==> src/hdl/clause_pkg.sv <==
package clause_pkg;

    // one stored literal slot.
    typedef struct packed {
        logic used;
        logic neg;  // set for the negated variable.
    } lit_t;

    // state of the variable behind one slot.
    typedef struct packed {
        logic assigned;
        logic value;
        logic implied;  // assignment produced by this clause.
    } var_val_t;

    // literal view of a payload slot, padded to the value width.
    typedef struct packed {
        logic pad;
        lit_t lit;
    } lit_view_t;

    // one slot of command payload, decoded by opcode.
    typedef union packed {
        var_val_t  as_val;  // evaluate commands.
        lit_view_t as_lit;  // write commands.
    } lit_word_u;

    typedef enum logic {
        OP_WRITE = 1'b0,
        OP_EVAL  = 1'b1
    } clause_op_e;

    // saturating free literal count, 2 means two or more.
    typedef logic [1:0] free_cnt_t;

    typedef enum logic [1:0] {
        KIND_OPEN     = 2'd0,
        KIND_SAT      = 2'd1,
        KIND_UNIT     = 2'd2,
        KIND_CONFLICT = 2'd3
    } clause_kind_e;

    // clause flags handed from execute to result.
    typedef struct packed {
        logic      valid;
        logic      sat;
        logic      any_used;
        free_cnt_t free_cnt;
    } exec_flags_t;

endpackage
==> src/hdl/clause_eval_top.sv <==
`timescale 1ns/1ns

module clause_eval_top import clause_pkg::*; #(
    parameter int NUM_LITS = 4
) (
    input  logic         clk,
    input  logic         rst_n_i,

    input  logic         valid_i,
    output logic         ready_o,
    input  clause_op_e   op_i,
    input  lit_word_u    word_i [NUM_LITS],

    output logic         valid_o,
    input  logic         ready_i,
    output clause_kind_e kind_o,
    output var_val_t     val_o [NUM_LITS]
);

    logic        adv;  // shared stall.
    logic        dec_valid;
    clause_op_e  dec_op;
    lit_t        dec_lits [NUM_LITS];
    var_val_t    dec_vals [NUM_LITS];
    exec_flags_t ex_flags;
    var_val_t    ex_val [NUM_LITS];

    assign ready_o = adv;

    clause_decode #(.NUM_LITS(NUM_LITS)) i_clause_decode (
        .clk     (clk),
        .rst_n_i (rst_n_i),
        .adv_i   (adv),
        .valid_i (valid_i),
        .op_i    (op_i),
        .word_i  (word_i),
        .valid_o (dec_valid),
        .op_o    (dec_op),
        .lits_o  (dec_lits),
        .vals_o  (dec_vals)
    );

    clause_execute #(.NUM_LITS(NUM_LITS)) i_clause_execute (
        .clk     (clk),
        .rst_n_i (rst_n_i),
        .adv_i   (adv),
        .valid_i (dec_valid),
        .op_i    (dec_op),
        .lits_i  (dec_lits),
        .vals_i  (dec_vals),
        .ex_o    (ex_flags),
        .val_o   (ex_val)
    );

    clause_result #(.NUM_LITS(NUM_LITS)) i_clause_result (
        .clk     (clk),
        .rst_n_i (rst_n_i),
        .adv_i   (adv),
        .adv_o   (adv),
        .ex_i    (ex_flags),
        .val_i   (ex_val),
        .valid_o (valid_o),
        .ready_i (ready_i),
        .kind_o  (kind_o),
        .val_o   (val_o)
    );

endmodule

==> src/hdl/clause_result.sv <==
`timescale 1ns/1ns

module clause_result import clause_pkg::*; #(
    parameter int NUM_LITS = 4
) (
    input  logic         clk,
    input  logic         rst_n_i,
    input  logic         adv_i,
    output logic         adv_o,

    input  exec_flags_t  ex_i,
    input  var_val_t     val_i [NUM_LITS],

    output logic         valid_o,
    input  logic         ready_i,
    output clause_kind_e kind_o,
    output var_val_t     val_o [NUM_LITS]
);

    clause_kind_e kind_d;

    always_comb begin
        if (ex_i.sat) begin
            kind_d = KIND_SAT;
        end else if (ex_i.free_cnt == 2'd1) begin
            kind_d = KIND_UNIT;
        end else if (ex_i.free_cnt == 2'd0 && ex_i.any_used) begin
            kind_d = KIND_CONFLICT;
        end else begin
            kind_d = KIND_OPEN;  // also the empty clause.
        end
    end

    // whole pipeline moves when this slot drains or is empty.
    assign adv_o = ~valid_o | ready_i;

    always_ff @(posedge clk or negedge rst_n_i) begin
        if (!rst_n_i) begin
            valid_o <= 1'b0;
        end else if (adv_i) begin
            valid_o <= ex_i.valid;
        end
    end

    always_ff @(posedge clk) begin
        if (adv_i) begin
            kind_o <= kind_d;
            for (int i = 0; i < NUM_LITS; i++) begin
                val_o[i] <= val_i[i];
            end
        end
    end

endmodule

==> src/hdl/clause_execute.sv <==
`timescale 1ns/1ns

module clause_execute import clause_pkg::*; #(
    parameter int NUM_LITS = 4
) (
    input  logic        clk,
    input  logic        rst_n_i,
    input  logic        adv_i,

    input  logic        valid_i,
    input  clause_op_e  op_i,
    input  lit_t        lits_i [NUM_LITS],
    input  var_val_t    vals_i [NUM_LITS],

    output exec_flags_t ex_o,
    output var_val_t    val_o [NUM_LITS]
);

    localparam int NUM_PAIRS = NUM_LITS / 2;

    logic                 wr;
    free_cnt_t            free_chain [NUM_PAIRS+1];
    free_cnt_t            total_free;
    logic [NUM_PAIRS-1:0] pair_sat;
    logic [NUM_PAIRS-1:0] pair_used;
    var_val_t             cell_val [NUM_LITS];
    logic                 clause_sat;

    // literal registers only move with the pipeline.
    assign wr = valid_i & (op_i == OP_WRITE) & adv_i;

    assign free_chain[0] = 2'd0;
    assign total_free    = free_chain[NUM_PAIRS];

    for (genvar p = 0; p < NUM_PAIRS; p++) begin : g_pair
        lit_pair i_lit_pair (
            .clk          (clk),
            .rst_n_i      (rst_n_i),
            .wr_i         (wr),
            .lit_i        (lits_i[2*p +: 2]),
            .var_i        (vals_i[2*p +: 2]),
            .var_o        (cell_val[2*p +: 2]),
            .free_pre_i   (free_chain[p]),
            .free_next_o  (free_chain[p+1]),
            .total_free_i (total_free),
            .sat_o        (pair_sat[p]),
            .used_o       (pair_used[p])
        );
    end

    assign clause_sat = |pair_sat;

    always_ff @(posedge clk or negedge rst_n_i) begin
        if (!rst_n_i) begin
            ex_o <= '0;
        end else if (adv_i) begin
            ex_o.valid    <= valid_i & (op_i == OP_EVAL);  // writes leave a bubble.
            ex_o.sat      <= clause_sat;
            ex_o.any_used <= |pair_used;
            ex_o.free_cnt <= total_free;
        end
    end

    // a satisfied clause implies nothing, so values pass unchanged.
    always_ff @(posedge clk) begin
        if (adv_i) begin
            for (int i = 0; i < NUM_LITS; i++) begin
                val_o[i] <= clause_sat ? vals_i[i] : cell_val[i];
            end
        end
    end

endmodule

==> src/hdl/lit_pair.sv <==
`timescale 1ns/1ns

module lit_pair import clause_pkg::*; (
    input  logic      clk,
    input  logic      rst_n_i,

    input  logic      wr_i,
    input  lit_t      lit_i [2],

    input  var_val_t  var_i [2],
    output var_val_t  var_o [2],

    input  free_cnt_t free_pre_i,
    output free_cnt_t free_next_o,
    input  free_cnt_t total_free_i,

    output logic      sat_o,
    output logic      used_o
);

    free_cnt_t  free_mid;
    logic [1:0] sat;
    logic [1:0] used;

    lit_cell i_lit_cell_0 (
        .clk          (clk),
        .rst_n_i      (rst_n_i),
        .wr_i         (wr_i),
        .lit_i        (lit_i[0]),
        .var_i        (var_i[0]),
        .free_pre_i   (free_pre_i),
        .free_next_o  (free_mid),
        .total_free_i (total_free_i),
        .sat_o        (sat[0]),
        .used_o       (used[0]),
        .var_o        (var_o[0])
    );

    lit_cell i_lit_cell_1 (
        .clk          (clk),
        .rst_n_i      (rst_n_i),
        .wr_i         (wr_i),
        .lit_i        (lit_i[1]),
        .var_i        (var_i[1]),
        .free_pre_i   (free_mid),  // chained from the first cell.
        .free_next_o  (free_next_o),
        .total_free_i (total_free_i),
        .sat_o        (sat[1]),
        .used_o       (used[1]),
        .var_o        (var_o[1])
    );

    assign sat_o  = |sat;
    assign used_o = |used;

endmodule

==> src/hdl/lit_cell.sv <==
`timescale 1ns/1ns

module lit_cell import clause_pkg::*; (
    input  logic      clk,
    input  logic      rst_n_i,

    input  logic      wr_i,
    input  lit_t      lit_i,

    input  var_val_t  var_i,
    input  free_cnt_t free_pre_i,
    output free_cnt_t free_next_o,
    input  free_cnt_t total_free_i,

    output logic      sat_o,
    output logic      used_o,
    output var_val_t  var_o
);

    lit_t lit_q;
    logic free;

    always_ff @(posedge clk or negedge rst_n_i) begin
        if (!rst_n_i) begin
            lit_q <= '0;  // slot unused.
        end else if (wr_i) begin
            lit_q <= lit_i;
        end
    end

    assign used_o = lit_q.used;
    assign sat_o  = lit_q.used & var_i.assigned & (var_i.value ^ lit_q.neg);
    assign free   = lit_q.used & ~var_i.assigned;

    // count up, stick at two.
    assign free_next_o = (free && free_pre_i != 2'd2) ? free_pre_i + 2'd1 : free_pre_i;

    always_comb begin
        var_o = var_i;
        if (free && total_free_i == 2'd1) begin  // sole free literal.
            var_o.assigned = 1'b1;
            var_o.value    = ~lit_q.neg;
            var_o.implied  = 1'b1;
        end
    end

endmodule

==> src/hdl/clause_decode.sv <==
`timescale 1ns/1ns

module clause_decode import clause_pkg::*; #(
    parameter int NUM_LITS = 4
) (
    input  logic       clk,
    input  logic       rst_n_i,
    input  logic       adv_i,

    input  logic       valid_i,
    input  clause_op_e op_i,
    input  lit_word_u  word_i [NUM_LITS],

    output logic       valid_o,
    output clause_op_e op_o,
    output lit_t       lits_o [NUM_LITS],
    output var_val_t   vals_o [NUM_LITS]
);

    lit_t     lits_d [NUM_LITS];
    var_val_t vals_d [NUM_LITS];

    // each word is read through the view its opcode selects.
    always_comb begin
        for (int i = 0; i < NUM_LITS; i++) begin
            if (op_i == OP_WRITE) begin
                lits_d[i] = word_i[i].as_lit.lit;
                vals_d[i] = '0;
            end else begin
                lits_d[i] = '0;
                vals_d[i] = word_i[i].as_val;
            end
        end
    end

    always_ff @(posedge clk or negedge rst_n_i) begin
        if (!rst_n_i) begin
            valid_o <= 1'b0;
            op_o    <= OP_WRITE;
        end else if (adv_i) begin
            valid_o <= valid_i;
            op_o    <= op_i;
        end
    end

    // payload only, follows the valid flag.
    always_ff @(posedge clk) begin
        if (adv_i) begin
            for (int i = 0; i < NUM_LITS; i++) begin
                lits_o[i] <= lits_d[i];
                vals_o[i] <= vals_d[i];
            end
        end
    end

endmodule

==> config.mk <==
export PLATFORM = sky130hd
export DESIGN_NAME = clause_eval_top
export DESIGN_NICKNAME = d
export VERILOG_FILES = /design/src/hdl/clause_pkg.sv /design/src/hdl/clause_eval_top.sv /design/src/hdl/clause_result.sv /design/src/hdl/clause_execute.sv /design/src/hdl/lit_pair.sv /design/src/hdl/lit_cell.sv /design/src/hdl/clause_decode.sv
export SDC_FILE = /design/constraint.sdc
export NUM_CORES = 1
export LEC_CHECK = 0
export ABC_AREA = 1
export BUFFER_PORTS_ARGS = -buffer_cell sky130_fd_sc_hd__buf_2
export CAP_MARGIN = 20
export CORE_MARGIN = 2
export CORE_UTILIZATION = 61
export CTS_CLUSTER_DIAMETER = 150
export DETAILED_ROUTE_END_ITERATION = 8
export GPL_ROUTABILITY_DRIVEN = 1
export HOLD_SLACK_MARGIN = 0.08
export PLACE_DENSITY = 0.82
export SLEW_MARGIN = 10
export SYNTH_ARGS = -nofsm -noshare
export SYNTH_HDL_FRONTEND = slang
export SYNTH_SLANG_ARGS = --single-unit
==> constraint.sdc <==
create_clock -name clk -period 4.9 [get_ports clk]
set_clock_uncertainty 0.2 [all_clocks]
set_input_delay 0.245 -clock clk [delete_from_list [all_inputs] [get_ports clk]]
set_output_delay 0.245 -clock clk [all_outputs]
set_load 0.01 [all_outputs]
Word-level counts from Yosys, hierarchy flattened
Index checks and enable logic that the tools add are counted.
{ "classes": {"addsub": 3, "n_eq_ne": 5, "mux": 14, "bitwise": 30, "reduce_logical": 11} }
{ "ops": {"columns": ["operator", "n"], "rows": [
  ["$mux W3", 8],
  ["$and A1 B1 Y1", 15],
  ["$mux W2", 5],
  ["$not A1 Y1", 10],
  ["$logic_and A1 B1 Y1", 8],
  ["$reduce_or A4 Y1", 2],
  ["$add A2 B1 Y2 const B", 2],
  ["$eq A2 B1 Y1 const B", 2],
  ["$ne A2 B2 Y1 const B", 2],
  ["$xor A1 B1 Y1", 4],
  ["$add A1 B1 Y2 const B", 1],
  ["$logic_not A2 Y1", 1],
  ["$ne A1 B2 Y1 const B", 1],
  ["$mux W1", 1],
  ["$or A1 B1 Y1", 1]
]} }
{ "word_totals": {"reg_bits": 62, "input_bits": 17, "out_inout_bits": 16} }

Logic depth before layout (Yosys ltp)
Gate-level depths: netlist of the first run.
{ "logic_depth": {"word_depth": 16, "mapped_depth": 14} }

By module
A second synthesis of the first run with hierarchy kept.
{ "unflattened": {"hier_cells": 318, "hier_area_um2": 2912.8} }
{ "by_module_without_submodules": {"columns": ["mod", "instances", "cells_each", "area_per_inst_um2", "seq_area_each_um2"], "rows": [
  ["clause_decode", 1, 71, 852.1, 650.6],
  ["lit_cell", 4, 33, 195.2, 50.0],
  ["clause_execute", 1, 76, 740.7, 485.5],
  ["clause_result", 1, 27, 494.2, 445.4],
  ["lit_pair", 2, 6, 22.5, 0.0]
]} }

Worst setup path before layout of the first run
Ideal clock, no wire load.
{ "synth_timing": {"path_kind": "reg-to-reg", "startpoint": "register i_clause_result.valid_o", "endpoint": "register i_clause_decode.lits_o[0] in the netlist's numbering (enable)", "arrival_time_ns": 2.145, "setup_slack_ns": 2.125, "stages_incl_launch_ff": 5, "path_buffers": 1, "synth_period_minus_slack_ns": 2.775, "path_cell_list": "dfrtp_1 inv_1 nor2_2 inv_1 clkbuf_1"} }
{ "synth_between": {"elab_chain_cells": 2} }
{ "synth_rtl": {"columns": ["item", "line_no", "rtl"], "rows": [
  ["start: declaration", "clause_result.sv:14", "output logic valid_o,"],
  ["start signal: assignment", "clause_result.sv:41", "valid_o <= ex_i.valid;"],
  ["$not A1 Y1", "clause_result.sv:35", "assign adv_o = ~valid_o | ready_i;"],
  ["$or A1 B1 Y1", "clause_result.sv:35", null],
  ["via ready_o", "clause_eval_top.sv:10", "output logic ready_o,"],
  ["end signal: indexed assignment", "clause_decode.sv:50", "lits_o[i] <= lits_d[i];"],
  ["end: declaration", "clause_decode.sv:16", "output lit_t lits_o [NUM_LITS],"]
]} }
The timed path passes the listed nets, and every way through them passes these cells.
A chain may end at the register's enable or synchronous reset.

Worst setup path after layout of the first run
{ "layout_timing": {"startpoint": "register i_clause_decode.vals_o[11] in the netlist's numbering", "endpoint": "register i_clause_execute.val_o[7] in the netlist's numbering, data pin"} }
{ "layout_between": {"elab_chain_cells": 16} }
{ "layout_rtl": {"columns": ["item", "line_no", "rtl"], "rows": [
  ["start: declaration", "clause_decode.sv:17", "output var_val_t vals_o [NUM_LITS]"],
  ["start signal: indexed assignment", "clause_decode.sv:51", "vals_o[i] <= vals_d[i];"],
  ["branches (longest 15 deep; another with $add A2 B1 Y2)", null, null],
  ["$mux W3 (*)", "clause_execute.sv:68", "val_o[i] <= clause_sat ? vals_i[i] : cell_val[i];"],
  ["end signal: indexed assignment", "clause_execute.sv:68", null],
  ["end: declaration", "clause_execute.sv:16", "output var_val_t val_o [NUM_LITS]"]
]} }
Every way passes the cells marked *.

==> metrics.json, run 1 <==
{
  "dp_cells": {"value": 315},
  "leakagePower": {"value": 1.58, "unit": "nW"},
  "crit_path_max_incr_delay": {"value": 0.45, "unit": "ns"},
  "die_ar": {"value": 4850, "unit": "µm²"},
  "clock_path_buffers": {"value": 2},
  "port-buffer-count": {"value": 32},
  "layout_common_cells": {"value": "sky130_fd_sc_hd__nand2_1 (52), sky130_fd_sc_hd__inv_1 (48), sky130_fd_sc_hd__edfxtp_1 (46)"},
  "synth.lib_cells_used.distinct": {"value": 27},
  "post-cts-setup-buffer-count": {"value": 0},
  "yosys_register_bits": {"value": 62},
  "drcViolationCount": {"value": 0},
  "critical_path.n_buffers_inverters": {"value": 2},
  "maxSlewHeadroom": {"value": 59.4, "unit": "%"},
  "setup.worst_path.end_class": {"value": "flop"},
  "grt_antenna_before_repair": {"value": 0},
  "netlist_instances": {"value": 237},
  "totalNegativeSetupSlack": {"value": 0, "unit": "ns"},
  "finish.cell_count_without_fillers": {"value": 348},
  "mostFrequentLayoutCell": {"value": "sky130_fd_sc_hd__nand2_1"},
  "dp_worst_setup_slack": {"value": 2.21, "unit": "ns"},
  "rsz0062_at_grt": {"value": "false"},
  "n_antenna_cell": {"value": 0},
  "initial_core_utilization": {"value": 64.3, "unit": "%"},
  "synth.net_count": {"value": 256},
  "grt_overflow": {"value": 0},
  "insertion_delay": {"value": 0.33, "unit": "ns"},
  "tritoncts_clock_tree": {"value": "done"},
  "cap_viol_max_count": {"value": 0},
  "layout_setup_ws": {"value": 2.22, "unit": "ns"},
  "worst_path_dominant_cell_family": {"value": "simple AND/OR/NAND/NOR gates"},
  "run_status": {"value": "finished, final reports clean"},
  "criticalPathCategory": {"value": "flop to flop"},
  "floorplan.io_pins": {"value": 33},
  "cp-startpoint": {"value": "i_clause_decode.vals_o[11]"},
  "final_area": {"value": 3210, "unit": "µm²"},
  "worst_setup_path_start_kind": {"value": "flop"},
  "layout-drive-gt1-share": {"value": 22.5, "unit": "%"},
  "drtIter0Drc": {"value": 234},
  "cts_resized": {"value": 0},
  "cts-buffers-inserted": {"value": 9},
  "synth_top_cells_by_area": {"value": "sky130_fd_sc_hd__edfxtp_1 (53%), sky130_fd_sc_hd__dfrtp_1 (15%), sky130_fd_sc_hd__nand2_1 (7.4%)"},
  "yosys.area.top_type_share": {"value": 52.5, "unit": "%"},
  "cts_htree_levels": {"value": 3},
  "die_x": {"value": 69.6, "unit": "µm"},
  "netlist_area": {"value": 2630, "unit": "µm²"},
  "fillers": {"value": 264},
  "grt_max_degree": {"value": 61},
  "max_clock_freq": {"value": 374, "unit": "MHz"},
  "worst_slew_pin_slew": {"value": 0.608, "unit": "ns"},
  "postRouteAntennaNets": {"value": 0},
  "final_hold_viol_count": {"value": 0},
  "final_max_slew_viol_count": {"value": 0},
  "peakVddDrop": {"value": 0.314, "unit": "mV"},
  "vias_per_cell": {"value": 5.13},
  "cts.sink_count": {"value": 62},
  "pwr_density_cell": {"value": 604, "unit": "nW/µm²"},
  "synth_top_cell_by_area": {"value": "sky130_fd_sc_hd__edfxtp_1"},
  "timing.critical_path.slowest_stage_cell": {"value": "sky130_fd_sc_hd__edfxtp_1"},
  "synth-seq-area-share": {"value": 67.8, "unit": "%"},
  "critical_path.cell_chain": {"value": "nor2_4 > inv_1 > ha_1 > inv_1 > nand2_1 > nand2_1 > ha_1 > nor2_4 > nand2_1 > o21ai_4 > nand3_2 > nand2_1 > nand2_1"},
  "area_delta_synth_final": {"value": 22.2, "unit": "%"},
  "worst-endpoint-arrival": {"value": 2.56, "unit": "ns"},
  "detailed_place_hpwl": {"value": 2990, "unit": "µm"},
  "setup-violations-final": {"value": 0},
  "final_net_count": {"value": 312},
  "holdBufCountCts": {"value": 16},
  "routed_via_count": {"value": 1784},
  "gp_congestion": {"value": 0.793},
  "cts.root.buffer_cell": {"value": "sky130_fd_sc_hd__clkbuf_8"},
  "postSynthAreaPerCell": {"value": 11.1, "unit": "µm²"},
  "drt_first_pass_iters": {"value": 6},
  "crit_path_frequent_cell": {"value": "sky130_fd_sc_hd__nand2_1"},
  "gr-usage-all-layers": {"value": 22.1, "unit": "%"},
  "first_global_vias": {"value": 1823},
  "holdCritPathClass": {"value": "input pin to asynchronous set/reset pin"},
  "detailed_place.area": {"value": 2840, "unit": "µm²"},
  "ys_warn_count": {"value": 0},
  "floorplan.rows": {"value": 23},
  "fin_crit_sh": {"value": 54.6, "unit": "%"},
  "path_max_fanout": {"value": 9},
  "die_h": {"value": 69.6, "unit": "µm"},
  "critical_path.reg2reg.startpoint": {"value": "i_clause_decode.vals_o[11]"},
  "worst_setup_hold_path_clk_slew": {"value": 0.06, "unit": "ns"},
  "finalCriticalPeriod": {"value": 2.68, "unit": "ns"},
  "cp_data_required_time": {"value": 4.78, "unit": "ns"},
  "wire_per_inst": {"value": 13.8, "unit": "µm"},
  "wirelength": {"value": 4790, "unit": "µm"},
  "fp.coreArea": {"value": 4090, "unit": "µm²"},
  "grt_pass1_wl": {"value": 8090, "unit": "µm"}
}
## cell families (layout without fill, tap and decap cells)
family                   count (synthesis)  count (layout)  share of synthesized area [%]
AND/OR/NAND/NOR                         97              97                           18.3
buffers and inverters                   56             117                           8.04
flip-flops                              62              62                           67.8
AO/OA/AOI/OAI                           19              19                           4.52
adder cells (fa/ha/maj)                  2               2                          0.952
multiplexers                             1               1                          0.428
## worst paths after layout
path / endpoint / slack (ns) / cells past startpoint
min in group clk: i_clause_decode.lits_o[3] / 0.18 / 2
max in group asynchronous: asynchronous set/reset pin / 4.06 / 2
worst max-delay path: i_clause_execute.val_o[7] / 2.22 / 13
worst min register to register: i_clause_result.val_o[10] / 0.22 / 0
worst max register to register: i_clause_execute.val_o[7] / 2.22 / 13
worst min-delay path: i_clause_execute.ex_o[2] / 0.17 / 2
## through the flow
stage                     hold WS (ns)  power (W)  utilization (%)
after floorplan                 -0.251    0.00132                -
after global placement         -0.0354    0.00145             69.4
after detailed placement       -0.0285    0.00151             69.4
after CTS                        0.152    0.00194             78.0
after global routing             0.202    0.00207             78.6
final                            0.173    0.00194             78.6
## registers in the layout, indices dropped and copies added (netlist names)
register and flops:
i_clause_execute.g_pair.i_lit_pair.i_lit_cell_1.used_o 2, i_clause_decode.op_o 1, i_clause_decode.valid_o 1, i_clause_decode.vals_o 12, i_clause_result.kind_o 2, i_clause_result.valid_o 1
i_clause_execute.g_pair.i_lit_pair.i_lit_cell_1.lit_q 2, i_clause_execute.g_pair.i_lit_pair.i_lit_cell_0.lit_q 2, i_clause_result.val_o 12, i_clause_execute.ex_o 5, i_clause_decode.lits_o 8, i_clause_execute.g_pair.i_lit_pair.i_lit_cell_0.used_o 2
i_clause_execute.val_o 12
## per-layer routing
metal | up-vias | GRT usage (%) | share of wire [%]
met5 | - | 0 | 0
met4 | 0 | 12.4 | 2.4
met3 | 9 | 4.51 | 3.9
met2 | 52 | 38.2 | 55
met1 | 846 | 25.5 | 39
li1 | 877 | - | -
## cell usage after synthesis, drive strengths merged
cell type / count
o41ai: 1
buf: 1
inv: 51
ha: 2
a21oi: 7
edfxtp: 46
clkinv: 1
a211oi: 1
nand3: 11
nand3b: 1
nor3: 4
nand4: 6
clkbuf: 3
nand2: 55
o31ai: 1
mux2: 1
dfrtp: 16
nor2: 20
o21ai: 9
## layout make-up
class | count | area (µm²) | area share (%)
Clock buffer | 16 | 190 | 5.92
Inverter | 52 | 195 | 6.07
Multi-Input combinational cell | 119 | 636 | 19.8
Sequential cell | 62 | 1780 | 55.5
Tap cell | 50 | 62.6 | 1.95
Timing Repair Buffer | 49 | 348 | 10.8
## power by group
group          switching, W  internal (W)
sequential        0.0000841      0.000816
combinational      0.000411      0.000216
clock              0.000176      0.000240
No activity file was read; power rests on OpenSTA's default activity.
==> run 2, diff against run 1 <==
- CORE_UTILIZATION: 61 -> 57
- PLACE_DENSITY: 0.82 -> 0.78
- clock period: 4.9 -> 2.75 ns (I/O delays scaled with it)
==> metrics.json, run 2 (synthesis gave the netlist of run 1 again) <==
{
  "path_max_fanout": {"value": 9, "change": "unchanged"},
  "mostFrequentLayoutCell": {"value": "sky130_fd_sc_hd__nand2_1", "change": "unchanged"},
  "post-cts-setup-buffer-count": {"value": 0, "change": "unchanged"},
  "multiInputGateArea": {"value": 636, "unit": "µm²", "change": "unchanged"},
  "cts.root.buffer_cell": {"value": "sky130_fd_sc_hd__clkbuf_8", "change": "unchanged"},
  "worst-r2r-cell-count": {"value": 13, "change": "unchanged"},
  "finish.cell_count_without_fillers": {"value": 352, "change": "was 348"},
  "wirelength": {"value": 4200, "unit": "µm", "change": "was 4790 µm"},
  "grt_max_degree": {"value": 37, "change": "was 61"},
  "layout-drive-gt1-share": {"value": 22.0, "unit": "%", "change": "was 22.5%"},
  "critical_path.n_buffers_inverters": {"value": 2, "change": "unchanged"},
  "fp.coreArea": {"value": 4380, "unit": "µm²", "change": "was 4090 µm²"},
  "cp_data_required_time": {"value": 2.64, "unit": "ns", "change": "was 4.78 ns"},
  "met3_wirelength": {"value": 166, "unit": "µm", "change": "was 185 µm"},
  "routed_via_count": {"value": 1710, "change": "was 1,784"},
  "final_net_count": {"value": 314, "change": "was 312"},
  "top_regs": {"value": "i_clause_decode.vals_o x12, i_clause_execute.val_o x12, i_clause_result.val_o x12", "change": "unchanged"},
  "port-buffer-count": {"value": 32, "change": "unchanged"},
  "worst-endpoint-arrival": {"value": 2.46, "unit": "ns", "change": "was 2.56 ns"},
  "dp_cells": {"value": 318, "change": "was 315"},
  "grt_overflow": {"value": 0, "change": "unchanged"},
  "peakVddDrop": {"value": 0.696, "unit": "mV", "change": "was 0.314 mV"},
  "grt_pass1_wl": {"value": 6900, "unit": "µm", "change": "was 8090 µm"},
  "leakagePower": {"value": 1.58, "unit": "nW", "change": "about the same"},
  "initial_core_utilization": {"value": 60.0, "unit": "%", "change": "was 64.3%"},
  "drcViolationCount": {"value": 0, "change": "unchanged"},
  "worst_setup_hold_path_clk_slew": {"value": 0.06, "unit": "ns", "change": "about the same"},
  "tritoncts_clock_tree": {"value": "done", "change": "unchanged"},
  "cp_num_cells": {"value": 13, "change": "unchanged"},
  "insertion_delay": {"value": 0.33, "unit": "ns", "change": "about the same"},
  "drtIter0Drc": {"value": 120, "change": "was 234"},
  "n_antenna_cell": {"value": 0, "change": "unchanged"},
  "crit_path_max_incr_delay": {"value": 0.47, "unit": "ns", "change": "was 0.45 ns"},
  "critical_path.cell_chain": {"value": "nor2_4 > inv_1 > ha_1 > inv_1 > nand2_1 > nand2_1 > ha_1 > nor2_4 > nand2_1 > o21ai_4 > nand3_2 > nand2_1 > nand2_1", "change": "unchanged"},
  "maxSlewHeadroom": {"value": 51.6, "unit": "%", "change": "was 59.4%"},
  "worst_slew_pin_slew": {"value": 0.724, "unit": "ns", "change": "was 0.608 ns"},
  "postLayoutCoreUtil": {"value": 73.4, "unit": "%", "change": "was 78.6%"},
  "worst_setup_path_start_kind": {"value": "flop", "change": "unchanged"},
  "layout_common_cells": {"value": "sky130_fd_sc_hd__nand2_1 (52), sky130_fd_sc_hd__inv_1 (48), sky130_fd_sc_hd__edfxtp_1 (46)", "change": "unchanged"},
  "min_path_cells": {"value": 0},
  "cts-buffers-inserted": {"value": 9, "change": "unchanged"},
  "final_max_slew_viol_count": {"value": 0, "change": "unchanged"},
  "crit_path_frequent_cell": {"value": "sky130_fd_sc_hd__nand2_1", "change": "unchanged"},
  "gr-usage-all-layers": {"value": 18.4, "unit": "%", "change": "was 22.1%"},
  "final-seq-area": {"value": 1780, "unit": "µm²", "change": "unchanged"},
  "die_x": {"value": 71.9, "unit": "µm", "change": "was 69.6 µm"},
  "fillers": {"value": 305, "change": "was 264"},
  "gp_congestion": {"value": 0.854, "change": "was 0.793"},
  "routed-wl-met2": {"value": 2160, "unit": "µm", "change": "was 2630 µm"},
  "finalCriticalPeriod": {"value": 2.57, "unit": "ns", "change": "was 2.68 ns"},
  "timing.critical_path.slowest_stage_cell": {"value": "sky130_fd_sc_hd__edfxtp_1", "change": "unchanged"},
  "worst_path_dominant_cell_family": {"value": "simple AND/OR/NAND/NOR gates", "change": "unchanged"},
  "m1WireLength": {"value": 1800, "unit": "µm", "change": "was 1850 µm"},
  "vias_per_cell": {"value": 4.86, "change": "was 5.13"},
  "pwr_density_cell": {"value": 1050, "unit": "nW/µm²", "change": "was 604 nW/µm²"},
  "die_h": {"value": 71.9, "unit": "µm", "change": "was 69.6 µm"},
  "final_hold_viol_count": {"value": 0, "change": "unchanged"},
  "route.top_layer_used": {"value": "met4", "change": "unchanged"},
  "area_delta_synth_final": {"value": 22.4, "unit": "%", "change": "was 22.2%"},
  "max_clock_freq": {"value": 388, "unit": "MHz", "change": "was 374 MHz"},
  "fin_crit_sh": {"value": 93.6, "unit": "%", "change": "was 54.6%"},
  "first_global_vias": {"value": 1567, "change": "was 1,823"},
  "drt_first_pass_iters": {"value": 4, "change": "was 6"},
  "power": {"value": 0.00337, "unit": "W", "change": "was 0.00194 W"},
  "criticalPathCategory": {"value": "flop to flop", "change": "unchanged"},
  "setup-violations-final": {"value": 0, "change": "unchanged"},
  "postRouteAntennaNets": {"value": 0, "change": "unchanged"},
  "holdCritPathClass": {"value": "flop to flop", "change": "was input pin to asynchronous set/reset pin"},
  "wire_per_inst": {"value": 11.9, "unit": "µm", "change": "was 13.8 µm"},
  "clock_path_buffers": {"value": 2, "change": "unchanged"},
  "totalNegativeSetupSlack": {"value": 0, "unit": "ns", "change": "unchanged"},
  "cts.sink_count": {"value": 62, "change": "unchanged"},
  "cts_htree_levels": {"value": 3, "change": "unchanged"},
  "cap_viol_max_count": {"value": 0, "change": "unchanged"},
  "detailed_place_hpwl": {"value": 2780, "unit": "µm", "change": "was 2990 µm"},
  "grt_antenna_before_repair": {"value": 0, "change": "unchanged"},
  "run_status": {"value": "finished, final reports clean", "change": "unchanged"},
  "die_ar": {"value": 5170, "unit": "µm²", "change": "was 4850 µm²"},
  "rsz0062_at_grt": {"value": "false", "change": "unchanged"},
  "floorplan.rows": {"value": 24, "change": "was 23"},
  "setup.worst_path.end_class": {"value": "flop", "change": "unchanged"},
  "floorplan.io_pins": {"value": 33, "change": "unchanged"}
}
run 2: changes by cell type in the layout (fill, tap and decap cells not counted):
cell	delta
sky130_fd_sc_hd__clkbuf_8	-4
sky130_fd_sc_hd__clkinv_1	+4
sky130_fd_sc_hd__clkbuf_1	-3
sky130_fd_sc_hd__clkinv_2	+2
sky130_fd_sc_hd__dlygate4sd3_1	+2
sky130_fd_sc_hd__buf_12	+1
sky130_fd_sc_hd__buf_16	-1
sky130_fd_sc_hd__bufinv_16	+1
run 2: per-stage QoR:
stage | area (µm²) | setup WS [ns] | hold WS, ns
6_report | 3220 | 0.176 | 0.218
5_1_grt | 3220 | 0.0178 | 0.227
4_1_cts | 3220 | 0.180 | 0.219
3_5_place_dp | 2860 | 0.191 | -0.130
3_3_place_gp | 2860 | 0.299 | -0.137
2_1_floorplan | 2630 | 0.403 | -0.358
run 2: layout make-up:
cell class | instances | area share [%]
clock inverter | 7 | 1.71
clock buffer | 9 | 3.85
multi-input combinational | 119 | 19.8
tap | 52 | 2.02
timing repair buffer | 51 | 11.2
inverter | 52 | 6.07
sequential | 62 | 55.4
run 2: what timing repair did:
item,4_1_cts,5_1_grt
endpoints found under the hold margin,39,0
hold buffers,18,0
resized for setup,0,0
run 2: routing by layer:
layer	track usage (%)	vias up
met5	0	-
met1	21.9	780
li1	-	885
met4	8.81	0
met3	5.83	7
met2	30.5	38
run 2: path summary, 6_finish.rpt:
| check | slack (ns) | end | from |
|---|---|---|---|
| min | 0.22 | i_clause_result.val_o[9] | i_clause_execute.val_o[9] |
| max | 0.18 | i_clause_execute.val_o[1] | i_clause_decode.vals_o[11] |
| max reg2reg | 0.18 | i_clause_execute.val_o[1] | i_clause_decode.vals_o[11] |
| min reg2reg | 0.22 | i_clause_result.val_o[9] | i_clause_execute.val_o[9] |
| min in group asynchronous | 0.73 | asynchronous set/reset pin | rst_n_i |
| max in group asynchronous | 1.16 | asynchronous set/reset pin | rst_n_i |
run 2: where the power goes:
part / switching (W) / leakage (nW) / internal [W] / total, W
clock network: 0.000310 / 0.0929 / 0.000402 / 0.000712
logic: 0.000687 / 0.801 / 0.000379 / 0.00107
registers: 0.000142 / 0.689 / 0.00145 / 0.00160
total: 0.00114 / 1.58 / 0.00223 / 0.00337
